<file path="src/cpu_pkg.sv">
`default_nettype none

package cpu_pkg;

    // ************************************************************
    // Widths
    // ************************************************************
    localparam int unsigned XLEN   = 32;  // Data and address width.
    localparam int unsigned REG_AW = 5;   // Register number width.
    localparam int unsigned IMM_W  = 16;  // I-type immediate width.

    // ************************************************************
    // Encodings
    // ************************************************************
    typedef enum logic [3:0] {
        OP_ADD, OP_ADDU, OP_SUB, OP_SUBU,
        OP_AND, OP_OR, OP_XOR, OP_SLT,
        OP_LW, OP_LH, OP_LB, OP_SW,
        OP_SH, OP_SB, OP_SYSCALL, OP_BREAK
    } alu_op_e;

    // MIPS cause register ExcCode values.
    typedef enum logic [4:0] {
        EXC_NONE = 5'd0,
        EXC_ADEL = 5'd4,
        EXC_ADES = 5'd5,
        EXC_SYS  = 5'd8,
        EXC_BP   = 5'd9,
        EXC_RI   = 5'd10,
        EXC_OV   = 5'd12
    } exc_code_e;

    typedef struct packed {
        logic ri;
        logic sys;
        logic bp;
        logic ov;
        logic adel;
        logic ades;
    } exc_flags_t;

    typedef enum logic [1:0] {
        SIZE_BYTE = 2'd0,
        SIZE_HALF = 2'd1,
        SIZE_WORD = 2'd2
    } mem_size_e;

    function automatic logic op_is_load(alu_op_e op);
        return (op == OP_LW) || (op == OP_LH) || (op == OP_LB);
    endfunction

    function automatic logic op_is_store(alu_op_e op);
        return (op == OP_SW) || (op == OP_SH) || (op == OP_SB);
    endfunction

    // Non-memory operations report a word so alignment stays quiet.
    function automatic mem_size_e op_mem_size(alu_op_e op);
        case (op)
            OP_LB, OP_SB: return SIZE_BYTE;
            OP_LH, OP_SH: return SIZE_HALF;
            default:      return SIZE_WORD;
        endcase
    endfunction

endpackage

`default_nettype wire
</file>
<file path="src/lsu_req_if.sv">
`timescale 1ns/10ps
`default_nettype none

interface lsu_req_if import cpu_pkg::*; ();

    logic              valid;
    logic [XLEN-1:0]   pc;
    logic              mem_ena;
    logic              mem_we;
    logic [3:0]        mem_sel;    // Little-endian byte lanes.
    logic [XLEN-1:0]   mem_addr;
    logic [XLEN-1:0]   mem_wdata;
    logic              w_reg_ena;
    logic [REG_AW-1:0] w_reg_dst;
    logic [XLEN-1:0]   w_data;
    exc_flags_t        flags;      // All exceptions seen so far.

    modport source (
        output valid, pc, mem_ena, mem_we, mem_sel, mem_addr, mem_wdata,
               w_reg_ena, w_reg_dst, w_data, flags
    );

    modport sink (
        input  valid, pc, mem_ena, mem_we, mem_sel, mem_addr, mem_wdata,
               w_reg_ena, w_reg_dst, w_data, flags
    );

endinterface

`default_nettype wire

</file>
<file path="src/stage_if.sv">
`timescale 1ns/10ps
`default_nettype none

interface stage_if import cpu_pkg::*; ();

    logic              valid;
    logic [XLEN-1:0]   pc;
    alu_op_e           op;
    logic [XLEN-1:0]   result;     // ALU value or effective address.
    logic [XLEN-1:0]   rt_data;    // Store data source.
    logic              w_reg_ena;
    logic [REG_AW-1:0] w_reg_dst;
    exc_flags_t        flags;

    modport source (
        output valid, pc, op, result, rt_data, w_reg_ena, w_reg_dst, flags
    );

    modport sink (
        input  valid, pc, op, result, rt_data, w_reg_ena, w_reg_dst, flags
    );

endinterface

`default_nettype wire

</file>
<file path="src/ex_lsu_top.sv">
`timescale 1ns/10ps
`default_nettype none

module ex_lsu_top import cpu_pkg::*; (
    input  logic              clk,
    input  logic              rst_n_i,
    input  logic              stall_i,
    input  logic              flush_i,
    input  logic              valid_i,
    input  logic [XLEN-1:0]   pc_i,
    input  alu_op_e           op_i,
    input  logic              op_valid_i,
    input  logic [XLEN-1:0]   rs_data_i,
    input  logic [XLEN-1:0]   rt_data_i,
    input  logic [IMM_W-1:0]  imm_i,
    input  logic [REG_AW-1:0] rd_i,
    output logic              commit_valid_o,
    output logic [XLEN-1:0]   commit_pc_o,
    output logic              w_reg_ena_o,
    output logic [REG_AW-1:0] w_reg_dst_o,
    output logic [XLEN-1:0]   w_data_o,
    output logic              mem_ena_o,
    output logic              mem_we_o,
    output logic [3:0]        mem_sel_o,
    output logic [XLEN-1:0]   mem_addr_o,
    output logic [XLEN-1:0]   mem_wdata_o,
    output logic              exc_valid_o,
    output exc_code_e         exc_code_o,
    output logic [XLEN-1:0]   epc_o
);

    logic exc_flush;

    stage_if   ex_if ();
    stage_if   lsu1_if ();
    lsu_req_if req_if ();

    alu_exec u_alu_exec (
        .valid_i    (valid_i),
        .pc_i       (pc_i),
        .op_i       (op_i),
        .op_valid_i (op_valid_i),
        .rs_data_i  (rs_data_i),
        .rt_data_i  (rt_data_i),
        .imm_i      (imm_i),
        .rd_i       (rd_i),
        .ex_o       (ex_if)
    );

    ex_lsu_reg u_ex_lsu_reg (
        .clk         (clk),
        .rst_n_i     (rst_n_i),
        .stall_i     (stall_i),
        .flush_i     (flush_i),
        .exc_flush_i (exc_flush),
        .ex_i        (ex_if),
        .lsu1_o      (lsu1_if)
    );

    lsu_addr_check u_lsu_addr_check (
        .lsu1_i (lsu1_if),
        .req_o  (req_if)
    );

    commit_stage u_commit_stage (
        .clk            (clk),
        .rst_n_i        (rst_n_i),
        .stall_i        (stall_i),
        .req_i          (req_if),
        .exc_flush_o    (exc_flush),
        .commit_valid_o (commit_valid_o),
        .commit_pc_o    (commit_pc_o),
        .w_reg_ena_o    (w_reg_ena_o),
        .w_reg_dst_o    (w_reg_dst_o),
        .w_data_o       (w_data_o),
        .mem_ena_o      (mem_ena_o),
        .mem_we_o       (mem_we_o),
        .mem_sel_o      (mem_sel_o),
        .mem_addr_o     (mem_addr_o),
        .mem_wdata_o    (mem_wdata_o),
        .exc_valid_o    (exc_valid_o),
        .exc_code_o     (exc_code_o),
        .epc_o          (epc_o)
    );

endmodule

`default_nettype wire

</file>
<file path="src/commit_stage.sv">
`timescale 1ns/10ps
`default_nettype none

module commit_stage import cpu_pkg::*; (
    input  logic              clk,
    input  logic              rst_n_i,
    input  logic              stall_i,
    lsu_req_if.sink           req_i,
    output logic              exc_flush_o,
    output logic              commit_valid_o,
    output logic [XLEN-1:0]   commit_pc_o,
    output logic              w_reg_ena_o,
    output logic [REG_AW-1:0] w_reg_dst_o,
    output logic [XLEN-1:0]   w_data_o,
    output logic              mem_ena_o,
    output logic              mem_we_o,
    output logic [3:0]        mem_sel_o,
    output logic [XLEN-1:0]   mem_addr_o,
    output logic [XLEN-1:0]   mem_wdata_o,
    output logic              exc_valid_o,
    output exc_code_e         exc_code_o,
    output logic [XLEN-1:0]   epc_o
);

    logic       retire;
    logic       exc_hit;
    logic       do_mem;
    exc_code_e  exc_code;

    // A stalled cycle retires nothing.
    assign retire  = req_i.valid & !stall_i;
    assign exc_hit = retire & (|req_i.flags);
    assign do_mem  = retire & !exc_hit & req_i.mem_ena;

    assign exc_flush_o = exc_hit;

    // ************************************************************
    // Exception priority: RI, SYS, BP, OV, ADEL, ADES
    // ************************************************************
    always_comb begin
        if (req_i.flags.ri)        exc_code = EXC_RI;
        else if (req_i.flags.sys)  exc_code = EXC_SYS;
        else if (req_i.flags.bp)   exc_code = EXC_BP;
        else if (req_i.flags.ov)   exc_code = EXC_OV;
        else if (req_i.flags.adel) exc_code = EXC_ADEL;
        else if (req_i.flags.ades) exc_code = EXC_ADES;
        else                       exc_code = EXC_NONE;
    end

    always_ff @(posedge clk or negedge rst_n_i) begin
        if (!rst_n_i) begin
            commit_valid_o <= 1'b0;
            w_reg_ena_o    <= 1'b0;
            mem_ena_o      <= 1'b0;
            mem_we_o       <= 1'b0;
            exc_valid_o    <= 1'b0;
            exc_code_o     <= EXC_NONE;
            epc_o          <= '0;
        end else begin
            commit_valid_o <= retire;
            w_reg_ena_o    <= retire & !exc_hit & req_i.w_reg_ena;   // Killed by exception.
            mem_ena_o      <= do_mem;
            mem_we_o       <= do_mem & req_i.mem_we;
            exc_valid_o    <= exc_hit;
            exc_code_o     <= exc_hit ? exc_code : EXC_NONE;
            if (exc_hit) begin
                epc_o <= req_i.pc;
            end
        end
    end

    always_ff @(posedge clk) begin
        commit_pc_o <= req_i.pc;
        w_reg_dst_o <= req_i.w_reg_dst;
        w_data_o    <= req_i.w_data;
        mem_sel_o   <= req_i.mem_sel;
        mem_addr_o  <= req_i.mem_addr;
        mem_wdata_o <= req_i.mem_wdata;
    end

endmodule

`default_nettype wire

</file>
<file path="src/lsu_addr_check.sv">
`timescale 1ns/10ps
`default_nettype none

module lsu_addr_check import cpu_pkg::*; (
    stage_if.sink      lsu1_i,
    lsu_req_if.source  req_o
);

    mem_size_e       size;
    logic            is_load;
    logic            is_store;
    logic [1:0]      byte_off;
    logic            misaligned;
    logic [3:0]      sel;
    logic [XLEN-1:0] wdata;
    exc_flags_t      flags;

    assign size     = op_mem_size(lsu1_i.op);
    assign is_load  = op_is_load(lsu1_i.op);
    assign is_store = op_is_store(lsu1_i.op);
    assign byte_off = lsu1_i.result[1:0];

    assign misaligned = ((size == SIZE_HALF) && byte_off[0]) ||
                        ((size == SIZE_WORD) && (byte_off != 2'b00));

    // ************************************************************
    // Lane select and store data steering
    // ************************************************************
    always_comb begin
        case (size)
            SIZE_BYTE: begin
                sel   = 4'b0001 << byte_off;
                wdata = {4{lsu1_i.rt_data[7:0]}};      // Byte on every lane.
            end
            SIZE_HALF: begin
                sel   = byte_off[1] ? 4'b1100 : 4'b0011;
                wdata = {2{lsu1_i.rt_data[15:0]}};
            end
            default: begin
                sel   = 4'b1111;
                wdata = lsu1_i.rt_data;
            end
        endcase
    end

    always_comb begin
        flags      = lsu1_i.flags;
        flags.adel = lsu1_i.flags.adel | (is_load & misaligned);
        flags.ades = lsu1_i.flags.ades | (is_store & misaligned);
    end

    assign req_o.valid     = lsu1_i.valid;
    assign req_o.pc        = lsu1_i.pc;
    assign req_o.mem_ena   = lsu1_i.valid & (is_load | is_store);
    assign req_o.mem_we    = lsu1_i.valid & is_store;
    assign req_o.mem_sel   = sel;
    assign req_o.mem_addr  = lsu1_i.result;
    assign req_o.mem_wdata = wdata;
    assign req_o.w_reg_ena = lsu1_i.w_reg_ena;
    assign req_o.w_reg_dst = lsu1_i.w_reg_dst;
    assign req_o.w_data    = lsu1_i.result;        // Load data arrives in a later stage.
    assign req_o.flags     = flags;

endmodule

`default_nettype wire

</file>
<file path="src/ex_lsu_reg.sv">
`timescale 1ns/10ps
`default_nettype none

module ex_lsu_reg import cpu_pkg::*; (
    input  logic     clk,
    input  logic     rst_n_i,
    input  logic     stall_i,
    input  logic     flush_i,
    input  logic     exc_flush_i,
    stage_if.sink    ex_i,
    stage_if.source  lsu1_o
);

    logic load;

    assign load = !stall_i && !flush_i && !exc_flush_i;

    // ************************************************************
    // Valid bit: reset, exception flush, branch flush, stall
    // ************************************************************
    always_ff @(posedge clk or negedge rst_n_i) begin
        if (!rst_n_i) begin
            lsu1_o.valid <= 1'b0;
        end else if (exc_flush_i) begin
            lsu1_o.valid <= 1'b0;
        end else if (flush_i && !stall_i) begin
            lsu1_o.valid <= 1'b0;                      // Bubble.
        end else if (!stall_i) begin
            lsu1_o.valid <= ex_i.valid;
        end
    end

    // Payload follows valid, held otherwise.
    always_ff @(posedge clk) begin
        if (load) begin
            lsu1_o.pc        <= ex_i.pc;
            lsu1_o.op        <= ex_i.op;
            lsu1_o.result    <= ex_i.result;
            lsu1_o.rt_data   <= ex_i.rt_data;
            lsu1_o.w_reg_ena <= ex_i.w_reg_ena;
            lsu1_o.w_reg_dst <= ex_i.w_reg_dst;
            lsu1_o.flags     <= ex_i.flags;
        end
    end

endmodule

`default_nettype wire

</file>
<file path="src/alu_exec.sv">
`timescale 1ns/10ps
`default_nettype none

module alu_exec import cpu_pkg::*; (
    input  logic              valid_i,
    input  logic [XLEN-1:0]   pc_i,
    input  alu_op_e           op_i,
    input  logic              op_valid_i,
    input  logic [XLEN-1:0]   rs_data_i,
    input  logic [XLEN-1:0]   rt_data_i,
    input  logic [IMM_W-1:0]  imm_i,
    input  logic [REG_AW-1:0] rd_i,
    stage_if.source           ex_o
);

    logic [XLEN-1:0] imm_sext;
    logic [XLEN-1:0] sum;
    logic [XLEN-1:0] diff;
    logic            add_ov;
    logic            sub_ov;
    logic            slt;
    logic [XLEN-1:0] result;
    logic            writes_reg;
    exc_flags_t      flags;

    assign imm_sext = {{(XLEN-IMM_W){imm_i[IMM_W-1]}}, imm_i};
    assign sum      = rs_data_i + rt_data_i;
    assign diff     = rs_data_i - rt_data_i;
    assign slt      = $signed(rs_data_i) < $signed(rt_data_i);

    // Signed overflow from operand and result sign bits.
    assign add_ov = (rs_data_i[XLEN-1] == rt_data_i[XLEN-1]) &&
                    (sum[XLEN-1] != rs_data_i[XLEN-1]);
    assign sub_ov = (rs_data_i[XLEN-1] != rt_data_i[XLEN-1]) &&
                    (diff[XLEN-1] != rs_data_i[XLEN-1]);

    always_comb begin
        result     = '0;
        writes_reg = 1'b1;
        case (op_i)
            OP_ADD, OP_ADDU:    result = sum;
            OP_SUB, OP_SUBU:    result = diff;
            OP_AND:             result = rs_data_i & rt_data_i;
            OP_OR:              result = rs_data_i | rt_data_i;
            OP_XOR:             result = rs_data_i ^ rt_data_i;
            OP_SLT:             result = {{(XLEN-1){1'b0}}, slt};
            OP_LW, OP_LH, OP_LB: result = rs_data_i + imm_sext;
            OP_SW, OP_SH, OP_SB: begin
                result     = rs_data_i + imm_sext;
                writes_reg = 1'b0;
            end
            default:            writes_reg = 1'b0;  // SYSCALL and BREAK.
        endcase
    end

    always_comb begin
        flags      = '0;
        flags.ri   = valid_i & ~op_valid_i;
        flags.sys  = valid_i & (op_i == OP_SYSCALL);
        flags.bp   = valid_i & (op_i == OP_BREAK);
        flags.ov   = valid_i & (((op_i == OP_ADD) & add_ov) | ((op_i == OP_SUB) & sub_ov));
    end

    assign ex_o.valid     = valid_i;
    assign ex_o.pc        = pc_i;
    assign ex_o.op        = op_i;
    assign ex_o.result    = result;
    assign ex_o.rt_data   = rt_data_i;
    assign ex_o.w_reg_ena = valid_i & writes_reg & (rd_i != '0);  // r0 is never written.
    assign ex_o.w_reg_dst = rd_i;
    assign ex_o.flags     = flags;

endmodule

`default_nettype wire

</file>
<file path="config.mk">
export PLATFORM = sky130hd
export DESIGN_NAME = ex_lsu_top
export DESIGN_NICKNAME = d
export VERILOG_FILES = /design/src/cpu_pkg.sv /design/src/lsu_req_if.sv /design/src/stage_if.sv /design/src/ex_lsu_top.sv /design/src/commit_stage.sv /design/src/lsu_addr_check.sv /design/src/ex_lsu_reg.sv /design/src/alu_exec.sv
export SDC_FILE = /design/constraint.sdc
export NUM_CORES = 1
export LEC_CHECK = 0
export BUFFER_PORTS_ARGS = -buffer_cell sky130_fd_sc_hd__buf_2
export CAP_MARGIN = 15
export CORE_ASPECT_RATIO = 1.75
export CORE_MARGIN = 8
export CORE_UTILIZATION = 40
export CTS_CLUSTER_DIAMETER = 40
export DETAILED_ROUTE_END_ITERATION = 6
export PLACE_DENSITY = 0.67
export SLEW_MARGIN = 25
export SYNTH_ARGS = -nofsm -noshare
export SYNTH_HDL_FRONTEND = slang
export SYNTH_SLANG_ARGS = --single-unit
</file>
<file path="constraint.sdc">
create_clock -name clk -period 12.3 [get_ports clk]
set_input_delay 0 -clock clk [delete_from_list [all_inputs] [get_ports clk]]
set_output_delay 0 -clock clk [all_outputs]
set_load 0.05 [all_outputs]
</file>
==> summary.txt, run 1 <==
Synth
  – Most instantiated flip-flop cell in the synthesis netlist: edfxtp_1
  – Cell area after synthesis: 14900 um2
  – Yosys cell types: 93
  – Dominant cell type by area after synthesis: edfxtp_1
  – Mean instance size in the synthesized netlist: 9.80 um2
  – Top cell type's share of synthesized area: 22.1%
  – Sequential share of the synthesized area: 43.3%
  – Ranking of synthesized cells by instance count: ha_1 (144), a21oi_1 (123), nor2_1 (122), nand2_1 (121), inv_1 (113)
  – YS warnings: 0
  – Share of flip-flops with an asynchronous set or reset after synthesis: 16.3%
  – Cells after synthesis: about 1500
  – Synth Net Count: approximately 1800
  – Count of state elements after synthesis: 257
  – Count leader, synth: ha_1
  – Top post-synthesis cells by area: edfxtp_1 (22%), dfxtp_1 (14%), ha_1 (12%), dfrtp_1 (7.0%), a21oi_1 (4.1%)
  – Number of enable-type register cells in the synthesized netlist: 110

STA
  – Final period util: 28.2%
  – Achievable frequency: 288 MHz
  – Final max-slew violation count: 0
  – Final hold viol count: 1
  – Setup repair after global routing missed its margin: false
  – Worst Max-Slew Pin Slew: between 0.9 and 1 ns
  – Post-layout minimum cycle time: 3.47 ns
  – Post-Route Setup TNS: 0 ns
  – Final Hold Slack: -0.000902 ns
  – Worst slew margin relative to its limit: 33.3%
  – Min setup slack post-route: 8.83 ns
  – Setup Skew: 0.0176 ns
  – Final setup viols: 0

Final layout
  – Area growth from synthesis to layout: 24.6%
  – Number of fill cells in the layout: 3364
  – Number of cells in the finished layout apart from fillers: 2360
  – Share of layout cells above drive strength 1: 24.0%
  – Net count reported at finish: about 2100

Clock network
  – Reg clk slew, reported paths: 0.06 ns
  – Post_cts resized: 0
  – Clock Latency Late Sink: 0.53 ns
  – H-tree levels: 2
  – Clock tree root driver cell: clkbuf_16
  – Sink count of the clock tree: 257
  – Number of CTS-inserted buffers: 34
  – Maximum root-to-sink buffer count: 3
  – TritonCTS clock tree: done

Placement
  – Placed Instances: 2218
  – Worst Setup Slack post-DPL: 8.92 ns
  – Routability congestion estimate from global placement: 0.954
  – Buffers added on ports: between 300 and 400
  – HPWL after detailed placement: 42200 um

Detailed routing
  – DRT iter0 DRCs: roughly 760
  – Total DRC errors in the routed layout: 0
  – Total iterations of the first detailed-routing run: 5
  – Overall via count from detail_route: 13100
  – Routed WL per cell: 23.0 um
  – Post-route ant nets: 0
  – Via density per instance: 5.53
  – Routed Wire Length: 54300 um

Worst setup path
  – Buffers and inverters on the worst path: 3
  – Most Frequent Cell on Critical Path: o31a_1
  – Cells along the critical path: dlygate4sd3_1 -> buf_2 -> ha_1 -> inv_1 -> fa_1 -> nor2b_1 -> o31a_1 -> o21a_1 -> a21oi_1 -> o31a_1 -> o41ai_1 -> a31oi_1 -> xnor2_1 -> a221o_1
  – Source of the critical timing path: rt_data_i[0]
  – Data required time at the worst endpoint: roughly 13 ns
  – Startpoint types: input pin
  – CP max stage cell: dlygate4sd3_1
  – Source of the worst register-to-register timing path: u_ex_lsu_reg.lsu1_o.op[1]
  – Largest incremental delay on the critical path: between 0.5 and 0.6 ns
  – Top Family by Delay on Critical Path: compound AO/OA/AOI/OAI gates
  – Category of the most critical setup path: input pin to flop
  – Type of element capturing the critical path: flop
  – Maximum net fanout on the critical path: 4
  – Data arrival time of the worst path: between 3 and 4 ns

Job
  – Number of violations of the max-capacitance limit: 0

Power
  – Internal Pwr Total: ~0.0018 W
  – Part of the total power dissipated in sequential elements: 36.3%
  – Psw: around 0.00098 W
  – Switching share of power: between 30% and 40%
  – Max rail drop VDD: ~73 uV
  – Portion of total power attributed to combinational logic: 27.9%
  – Lkg Pwr: 8.39 nW
  – Pwr/cell area: 149 nW/um2
  – Clk pwr share: 35.8%

Floorplanning
  – Count of pins on the block boundary: 306
  – CORE AREA: 36800 um2
  – Starting density of the core: between 40% and 50%
  – Die Y: 271 um
  – Die Area: 44000 um2
  – Number of standard-cell rows in the floorplan: between 90 and 100
  – Horiz. Die Dim: 162 um

Global route
  – Initial antenna violation count: 3
  – Vias in the first global route: 13600
  – Overall global routing resource usage: approximately 24%
  – Remaining global-route overflow: 0
  – Pin count of the biggest net entering global routing: 72
  – Wire length of the first global-routing pass: 81300 um

Min path
  – Hold WC Path Type: input pin to asynchronous set/reset pin

Outcome
  – Violations in the final reports: hold timing
  – Result of the run: finished, violations left
[metal layers]
metal / up-vias / routed length [um] / track usage [%]
met3: 169 / 3450 / 4.15
li1: 6111 / - / -
met5: - / 22 / 0
met4: 4 / 3660 / 16.2
met1: 6238 / 18700 / 23.9
met2: 533 / 28400 / 44.8
[state kept, by name, indices dropped and copies added (netlist names)]
name	flops
u_ex_lsu_reg.lsu1_o.valid	1
u_ex_lsu_reg.lsu1_o.w_reg_ena	1
u_commit_stage.mem_we_o	1
u_commit_stage.mem_wdata_o	32
u_commit_stage.w_reg_ena_o	1
u_commit_stage.commit_valid_o	1
u_commit_stage.mem_ena_o	1
u_ex_lsu_reg.lsu1_o.result	32
u_ex_lsu_reg.lsu1_o.pc	32
u_commit_stage.w_reg_dst_o	5
u_commit_stage.commit_pc_o	32
u_commit_stage.exc_code_o	4
u_commit_stage.w_data_o	32
u_commit_stage.mem_sel_o	4
u_commit_stage.exc_valid_o	1
u_ex_lsu_reg.lsu1_o.rt_data	32
u_ex_lsu_reg.lsu1_o.op	4
u_ex_lsu_reg.lsu1_o.flags	4
u_ex_lsu_reg.lsu1_o.w_reg_dst	5
u_commit_stage.epc_o	32
[worst paths after layout]
| kind | end | slack, ns | depth (start not counted) |
|---|---|---|---|
| worst max-delay path | u_ex_lsu_reg.lsu1_o.result[28] | 8.83 | 14 |
| worst min-delay path | u_commit_stage.epc_o[4] | -0.0009 | 2 |
| worst max register to register | u_ex_lsu_reg.lsu1_o.rt_data[11] | 9.38 | 9 |
| worst min register to register | u_commit_stage.w_data_o[15] | 0.32 | 0 |
| max in group asynchronous | u_commit_stage.epc_o[19] | 11.90 | 2 |
| min in group clk | u_ex_lsu_reg.lsu1_o.result[0] | 0.04 | 4 |
[timing repair]
item	in CTS	in global routing
hold buffers	78	0
hold endpoints to repair	129	0
buffers inserted	0	0
[cell families after synthesis]
| group | after synthesis | share of synthesized area [%] |
|---|---|---|
| and+or+nand+nor | 393 | 12.3 |
| muxes | 47 | 3.50 |
| DFF | 257 | 43.3 |
| other | 1 | 0.0251 |
| buffers and inverters | 209 | 6.45 |
| xor gates and xnor gates | 51 | 2.99 |
| AOI/OAI and AO/OA | 418 | 18.9 |
| adders and majority gates | 147 | 12.5 |
[layout make-up]
cell class              count  area [um2]  share of cell area (%)
multi-input cells        1057        7540                    40.5
flip-flops and latches    257        6460                    34.7
repair buffers            394        2410                    13.0
clock buffers              44         965                    5.19
well taps                 475         594                    3.20
inverters                 114         428                    2.30
clock inverters            18         196                    1.06
diodes                      1        2.50                  0.0135
[power by group through the flow]
stage / Combinational, W / Clock (W) / Sequential, W
after floorplan: 0.000356 / 0 / 0.00120
after global placement: 0.000746 / 0 / 0.00102
after detailed placement: 0.000750 / 0 / 0.00103
after CTS: 0.000773 / 0.00102 / 0.00101
after global routing: 0.000827 / 0.00105 / 0.00101
final: 0.000775 / 0.000995 / 0.00101
[cell usage in the layout (no fill, tap or decap), types with 15 or more instances in the layout]
cell type / count
ha_1: 144
a22oi_1: 17
mux2_2: 41
a21o_1: 25
xnor2_1: 31
edfxtp_1: 110
a21oi_1: 122
inv_1: 113
and3_1: 15
xor2_1: 20
clkbuf_16: 36
o211ai_1: 18
dfxtp_1: 105
o21bai_1: 17
a211oi_1: 24
nand2_1: 121
dlygate4sd3_1: 78
nor2_1: 119
buf_2: 303
nand3_1: 24
nor3_1: 28
o221ai_1: 15
o21ai_0: 72
dfrtp_1: 42
[worst register-to-register path, stage by stage (launching register included)]
cell and delay, ns:
edfxtp_1 0.49, nand2_1 0.10, nand2_1 0.05, a22oi_1 0.18
o21ai_0 0.15, a21oi_1 0.41, a21boi_4 0.10, nor3_2 0.30
buf_4 0.42, buf_16 0.30
[per-stage QoR]
stage / power (W) / utilization (%) / hold WS (ns) / instance area, um2
3_3_place_gp: 0.00177 / 45.2 / 0.179 / 16600
2_1_floorplan: 0.00156 / - / -0.296 / 14900
6_report: 0.00278 / 50.6 / -0.000902 / 18600
5_1_grt: 0.00289 / 50.6 / 0.0467 / 18600
3_5_place_dp: 0.00178 / 45.2 / 0.178 / 16600
4_1_cts: 0.00280 / 50.5 / 0.0397 / 18600
No activity file was read; power rests on OpenSTA's default activity.
==> inputs of run 2 (changes only) <==
==> constraint.sdc (replaced) <==
create_clock -name clk -period 3.3 [get_ports clk]
set_input_delay 0 -clock clk [delete_from_list [all_inputs] [get_ports clk]]
set_output_delay 0 -clock clk [all_outputs]
set_load 0.05 [all_outputs]
==> summary.txt, run 2 (synthesis results as in run 1) <==
Outcome
  – Result of the run: finished, violations left
  – Violations in the final reports: hold timing

Detailed routing
  – Overall via count from detail_route: 13300 (+2.2%)
  – Routed WL per cell: 23.2 um (+0.92%)
  – Via density per instance: 5.53 (about the same)
  – Total DRC errors in the routed layout: 0 (unchanged)
  – Post-route ant nets: 0 (unchanged)
  – Routed Wire Length: 56000 um (+3.2%)
  – Total iterations of the first detailed-routing run: 5 (unchanged)
  – DRT iter0 DRCs: 784 (+3.6%)

Worst setup path
  – Category of the most critical setup path: input pin to flop
  – Source of the worst register-to-register timing path: u_ex_lsu_reg.lsu1_o.result[1]
  – Data required time at the worst endpoint: 3.60 ns (-8.97 ns)
  – End of the worst register-to-register path: u_ex_lsu_reg.lsu1_o.valid
  – Setup slack on the worst flop-to-flop path: 0.48 ns (-8.90 ns)
  – CP max stage cell: dlygate4sd3_1
  – Data arrival time of the worst path: 3.48 ns (-0.26 ns)
  – Type of element capturing the critical path: flop
  – Largest incremental delay on the critical path: 0.57 ns (+0.02 ns)
  – Startpoint types: input pin
  – Cells along the critical path: dlygate4sd3_1 -> buf_2 -> ha_1 -> inv_1 -> fa_1 -> nor2b_1 -> o31a_1 -> o21a_2 -> a21oi_1 -> o31a_1 -> nor3_2 -> nor3_1 -> a2111oi_0 -> a311o_1
  – Maximum net fanout on the critical path: 4 (unchanged)
  – Most Frequent Cell on Critical Path: o31a_1
  – Reg2Reg Depth: 10 (+1)

Clock network
  – Clock tree root driver cell: clkbuf_16
  – Reg clk slew, reported paths: 0.07 ns (about the same)
  – TritonCTS clock tree: done
  – H-tree levels: 1 (-1)
  – Buffer count from post-CTS setup fixing: 0 (unchanged)
  – Clock Latency Late Sink: 0.59 ns (+0.06 ns)
  – Maximum root-to-sink buffer count: 3 (unchanged)
  – Sink count of the clock tree: 257 (unchanged)
  – Number of CTS-inserted buffers: 30 (-12%)

Floorplanning
  – Number of standard-cell rows in the floorplan: 93 (unchanged)
  – Die Area: 44000 um2 (unchanged)
  – Starting density of the core: 40.6% (unchanged)
  – Die Y: 271 um (unchanged)
  – CORE AREA: 36800 um2 (unchanged)
  – Horiz. Die Dim: 162 um (unchanged)
  – Count of pins on the block boundary: 306 (unchanged)

Power
  – Portion of total power attributed to combinational logic: 29.8% (+1.9 points)
  – Clk pwr share: 33.0% (-2.8 points)
  – Pwr/cell area: 533 nW/um2 (+260%)
  – Total Power: 0.0101 W (+260%)
  – Psw: 0.00369 W (+280%)
  – Switching share of power: 36.6% (+1.4 points)
  – Max rail drop VDD: 387 uV (+430%)
  – Lkg Pwr: 8.61 nW (+2.7%)
  – Part of the total power dissipated in sequential elements: 37.2% (+0.9 points)
  – Internal Pwr Total: 0.00640 W (+260%)

Global route
  – Wire length of the first global-routing pass: 83400 um (+2.6%)
  – Remaining global-route overflow: 0 (unchanged)
  – Pin count of the biggest net entering global routing: 61 (-15%)
  – Initial antenna violation count: 1 (-2)
  – Vias in the first global route: 13900 (+2.2%)
  – Overall global routing resource usage: 24.7% (+0.59 points)

Placement
  – Buffers added on ports: 304 (unchanged)
  – Routability congestion estimate from global placement: 0.985 (+3.3%)
  – HPWL after detailed placement: 45000 um (+6.6%)

Min path
  – Hold WC Path Type: input pin to asynchronous set/reset pin

STA
  – Setup repair after global routing missed its margin: false
  – Final max-slew violation count: 0 (unchanged)
  – Final period util: a little over nine tenths
  – Achievable frequency: 315 MHz
  – Post-layout minimum cycle time: 3.17 ns
  – Post-Route Setup TNS: 0 ns (unchanged)
  – Final hold viol count: 42 (+41)
  – Final setup viols: 0 (unchanged)
  – Worst slew margin relative to its limit: 48.8% (+15 points)
  – Setup Skew: 0.0298 ns (+0.0122 ns)
  – Final Hold Slack: -0.0285 ns (-0.0276 ns)
  – Worst Max-Slew Pin Slew: 0.761 ns (-0.239 ns)

Final layout
  – Top library cells by usage in the layout, fill and taps aside: buf_2 (303), ha_1 (144), nor2_1 (122)
  – Antenna cells: 0 (-1)
  – Share of layout cells above drive strength 1: 26.0% (+2.1 points)
  – Most common cell after layout, fill and taps aside: buf_2
  – Area growth from synthesis to layout: 27.0%
  – Net count reported at finish: 2189 (+2.7%)

Job
  – Number of violations of the max-capacitance limit: 0 (unchanged)
run 2: power groups by stage:
stage                     sequential [W]  clock (W)  combinational, W
after CTS                        0.00375    0.00341           0.00300
after detailed placement         0.00382          0           0.00290
final                            0.00375    0.00333           0.00300
after global placement           0.00381          0           0.00289
after floorplan                  0.00446          0           0.00133
after global routing             0.00378    0.00353           0.00319
run 2: area by class of cell:
class / instances / area, um2
Fill cell: 3431 / 17800
Multi-Input combinational cell: 1057 / 7550
Sequential cell: 257 / 6460
Timing Repair Buffer: 455 / 2890
Clock buffer: 35 / 801
Tap cell: 475 / 594
Inverter: 114 / 428
Clock inverter: 21 / 228
run 2: worst max-delay path by stage:
stage	from	endpoint	slack, ns
after global routing	rt_data_i[11]	u_ex_lsu_reg.lsu1_o.result[30]	0.006
after floorplan	u_ex_lsu_reg.lsu1_o.op[1]	u_ex_lsu_reg.lsu1_o.flags[2]	-1.03
after global placement	rt_data_i[0]	u_ex_lsu_reg.lsu1_o.result[28]	0.02
after detailed placement	rs_data_i[11]	u_ex_lsu_reg.lsu1_o.result[24]	0.07
after CTS	rt_data_i[0]	u_ex_lsu_reg.lsu1_o.result[28]	0.12
final	rt_data_i[0]	u_ex_lsu_reg.lsu1_o.result[24]	0.13
run 2: stage by stage:
step	instance area (um2)	utilization (%)	instances	worst slack [ns]
floorplan	14900	-	1523	-1.03
CTS	18900	51.5	2414	0.118
global route	18900	51.5	2414	0.00644
detailed placement	17100	46.5	2277	0.0706
finish	18900	51.5	2414	0.126
global placement	17100	46.5	2277	0.0163
run 2: per-layer routing:
layer  part of all wire, %  GRT usage [%]
met3                   6.0           4.15
met1                    34           24.1
met4                   8.0           17.9
met5                 0.020              0
met2                    52           45.9
run 2: worst max-delay path: cells and delay by family:
kind	cells	cell delay (ns)
compound gates	6	1.69
fa+ha+maj	2	0.46
buf+inv	3	0.83
simple gates	3	0.50
run 2: timing repair:
action,in CTS,in global routing
resized for setup,0,4
setup endpoints to repair,0,2
hold buffers,81,0
hold endpoints to repair,166,0
==> inputs of run 3 (changes only) <==
--- a/config.mk
+++ b/config.mk
@@ -5,12 +5,14 @@
 export SDC_FILE = /design/constraint.sdc
 export NUM_CORES = 1
 export LEC_CHECK = 0
+export ABC_AREA = 1
 export BUFFER_PORTS_ARGS = -buffer_cell sky130_fd_sc_hd__buf_2
 export CAP_MARGIN = 15
 export CORE_ASPECT_RATIO = 1.75
 export CORE_MARGIN = 8
 export CORE_UTILIZATION = 40
 export CTS_CLUSTER_DIAMETER = 40
+export CTS_CLUSTER_SIZE = 14
 export DETAILED_ROUTE_END_ITERATION = 6
 export PLACE_DENSITY = 0.67
 export SLEW_MARGIN = 25
==> summary.txt, run 3 <==
Clock network
  – Sink count of the clock tree: 257 (unchanged)
  – Reg clk slew, reported paths: 0.07 ns (about the same)
  – Number of CTS-inserted buffers: 28 (-6.7%)
  – Clock tree root driver cell: clkbuf_16
  – H-tree levels: 1 (unchanged)
  – Clock Latency Late Sink: 0.56 ns (-0.03 ns)
  – Buffer count from post-CTS setup fixing: 0 (unchanged)
  – Maximum root-to-sink buffer count: 3 (unchanged)
  – TritonCTS clock tree: done

Detailed routing
  – Total iterations of the first detailed-routing run: 6 (+1)
  – Routed Wire Length: 66200 um (+18%)
  – DRT iter0 DRCs: 955 (+22%)
  – Via density per instance: 5.06 (-8.4%)
  – Post-route ant nets: 0 (unchanged)
  – Routed WL per cell: 20.1 um (-13%)
  – Overall via count from detail_route: 16600 (+25%)
  – Total DRC errors in the routed layout: 0 (unchanged)

Worst setup path
  – Buffers and inverters on the worst path: 4 (+1)
  – Source of the worst register-to-register timing path: u_ex_lsu_reg.lsu1_o.op[1]
  – End of the worst register-to-register path: u_ex_lsu_reg.lsu1_o.valid
  – Cells along the critical path: nor2_1 -> nand3_1 -> buf_4 -> a21oi_1 -> nor2_2 -> o21ai_2 -> nand2_2 -> nand2_4 -> buf_6 -> nand3_1 -> dlygate4sd3_1 -> nand2_1 -> dlygate4sd3_1
  – Setup slack on the worst flop-to-flop path: 0.20 ns (-0.28 ns)
  – Top Family by Delay on Critical Path: buffers and inverters
  – Data arrival time of the worst path: 3.60 ns (+0.12 ns)
  – Maximum net fanout on the critical path: 35 (+31)
  – CP max stage cell: dlygate4sd3_1
  – Data required time at the worst endpoint: 3.80 ns (+0.20 ns)
  – Largest incremental delay on the critical path: 0.58 ns (about the same)
  – Type of element capturing the critical path: flop
  – Reg2Reg Depth: 13 (+3)
  – Startpoint types: flop
  – Category of the most critical setup path: flop to flop

Synth
  – Number of enable-type register cells in the synthesized netlist: 110 (unchanged)
  – Cells after synthesis: 2362 (+55%)
  – Mean instance size in the synthesized netlist: 7.12 um2 (-27%)
  – Most instantiated flip-flop cell in the synthesis netlist: edfxtp_1
  – Ranking of synthesized cells by instance count: nand2_1 (768), inv_1 (438), nand3_1 (163), nor2_1 (160), ha_1 (144)
  – Share of flip-flops with an asynchronous set or reset after synthesis: 16.3% (unchanged)
  – Count leader, synth: nand2_1
  – Synth Net Count: 2636 (+47%)
  – YS warnings: 0 (unchanged)
  – Count of state elements after synthesis: 257 (unchanged)
  – Sequential share of the synthesized area: 38.4% (-4.9 points)
  – Top post-synthesis cells by area: edfxtp_1 (20%), nand2_1 (17%), dfxtp_1 (13%), ha_1 (11%), inv_1 (9.8%)
  – Yosys cell types: 46 (-51%)
  – Cell area after synthesis: 16800 um2 (+13%)
  – Top cell type's share of synthesized area: 19.6% (-2.5 points)
  – Dominant cell type by area after synthesis: edfxtp_1

Global route
  – Initial antenna violation count: 1 (unchanged)
  – Overall global routing resource usage: 26.2% (+1.5 points)
  – Vias in the first global route: 16800 (+21%)
  – Remaining global-route overflow: 0 (unchanged)
  – Wire length of the first global-routing pass: 96800 um (+16%)
  – Pin count of the biggest net entering global routing: 54 (-11%)

Final layout
  – Top library cells by usage in the layout, fill and taps aside: nand2_1 (767), inv_1 (437), buf_2 (303)
  – Net count reported at finish: 2985 (+36%)
  – Number of cells in the finished layout apart from fillers: 3289 (+36%)
  – Area growth from synthesis to layout: 21.6%
  – Number of fill cells in the layout: 4186 (+22%)
  – Final standard cell area without fillers: 20400 um2 (+7.9%)
  – Most common cell after layout, fill and taps aside: nand2_1
  – Share of layout cells above drive strength 1: 14.3% (-12 points)

Floorplanning
  – Die Y: 287 um (+5.8%)
  – Count of pins on the block boundary: 306 (unchanged)
  – Number of standard-cell rows in the floorplan: 99 (+6.5%)
  – Die Area: 49100 um2 (+12%)
  – CORE AREA: 41600 um2 (+13%)
  – Starting density of the core: 40.4% (-0.18 points)
  – Horiz. Die Dim: 171 um (+5.5%)

Placement
  – Post-place instance area: 18700 um2 (+9.5%)
  – Buffers added on ports: 304 (unchanged)
  – Routability congestion estimate from global placement: 0.975 (-1.0%)
  – HPWL after detailed placement: 54800 um (+22%)
  – Worst Setup Slack post-DPL: 0.606 ns (+0.535 ns)
  – Placed Instances: 3156 (+39%)

STA
  – Final hold viol count: 4 (-90%)
  – Final period util: 93.9% (-2.3 points)
  – Final setup viols: 0 (unchanged)
  – Worst slew margin relative to its limit: 48.9% (+0.11 points)
  – Final Hold Slack: -0.0132 ns (+0.0153 ns)
  – Final max-slew violation count: 0 (unchanged)
  – Min setup slack post-route: 0.201 ns (+0.0755 ns)
  – Setup Skew: 0.0149 ns (-0.0149 ns)
  – Setup repair after global routing missed its margin: false
  – Post-layout minimum cycle time: 3.10 ns (-0.0755 ns)
  – Worst Max-Slew Pin Slew: 0.766 ns (+0.00561 ns)
  – Achievable frequency: 323 MHz (+2.4%)

Job
  – Number of violations of the max-capacitance limit: 0 (unchanged)

Min path
  – Hold WC Path Type: input pin to asynchronous set/reset pin

Power
  – Total Power: 0.00980 W (-2.9%)
  – Lkg Pwr: 11.0 nW (+27%)
  – Max rail drop VDD: 400 uV (+3.5%)
  – Pwr/cell area: 479 nW/um2 (-10%)

Outcome
  – Result of the run: finished, violations left
  – Violations in the final reports: hold timing
[run 3: cell families after synthesis]
| kind of cell | synth area share [%] |
|---|---|
| simple gates | 29.2 |
| compound gates | 7.56 |
| buf+inv | 12.9 |
| xor+xnor | 0.313 |
| other cells | 0.0223 |
| fa+ha+maj | 11.1 |
| flops | 38.4 |
| mux | 0.536 |
[run 3: worst register-to-register path, delay by kind of cell, from the launching register on]
family	cells	cell delay (ns)
AO/OA/AOI/OAI	2	0.26
buffers and inverters	4	1.60
flip-flops	1	0.46
AND/OR/NAND/NOR	7	0.73
[run 3: what timing repair did]
action,CTS,global route
resized for setup,0,1
endpoints found under the hold margin,134,0
hold buffers,80,0
endpoints found under the setup margin,0,1
[run 3: final cells by class]
type | count | area, um2 | area share, %
repair buffers | 403 | 2500 | 12.2
clock buffers | 43 | 810 | 3.96
multi-input cells | 1580 | 8210 | 40.2
clock inverters | 9 | 111 | 0.545
well taps | 555 | 694 | 3.40
diodes | 1 | 2.50 | 0.0122
inverters | 441 | 1660 | 8.11
flip-flops and latches | 257 | 6460 | 31.6
[run 3: metrics by stage]
step | util, % | TNS [ns]
2_1_floorplan | - | -130.38
3_3_place_gp | 45.0 | 0
3_5_place_dp | 45.0 | 0
4_1_cts | 49.1 | 0
5_1_grt | 49.1 | 0
6_report | 49.1 | 0
[run 3: how the worst max path moves through the flow]
stage | slack [ns] | from | end | depth (start not counted)
after floorplan | -1.19 | u_ex_lsu_reg.lsu1_o.op[2] | u_ex_lsu_reg.lsu1_o.flags[2] | 11
after global placement | 0.59 | rs_data_i[0] | u_ex_lsu_reg.lsu1_o.result[12] | 9
after detailed placement | 0.61 | rs_data_i[0] | u_ex_lsu_reg.lsu1_o.result[12] | 9
after CTS | 0.14 | u_ex_lsu_reg.lsu1_o.op[1] | u_ex_lsu_reg.lsu1_o.valid | 13
after global routing | 0.05 | u_ex_lsu_reg.lsu1_o.op[1] | u_ex_lsu_reg.lsu1_o.valid | 13
final | 0.20 | u_ex_lsu_reg.lsu1_o.op[1] | u_ex_lsu_reg.lsu1_o.valid | 13
[run 3: per-layer routing]
layer,global-route usage (%),vias to the layer above,wire length [um]
met5,0,-,0
met4,19.1,0,5210
met3,2.96,206,3990
met2,49.4,672,34200
met1,25.9,7662,22900
li1,-,8105,-
[run 3: where the power goes]
| group | internal, W | switching [W] | total, W |
|---|---|---|---|
| registers | 0.00360 | 0.000127 | 0.00373 |
| clock network | 0.00174 | 0.00135 | 0.00309 |
| logic | 0.000781 | 0.00220 | 0.00298 |
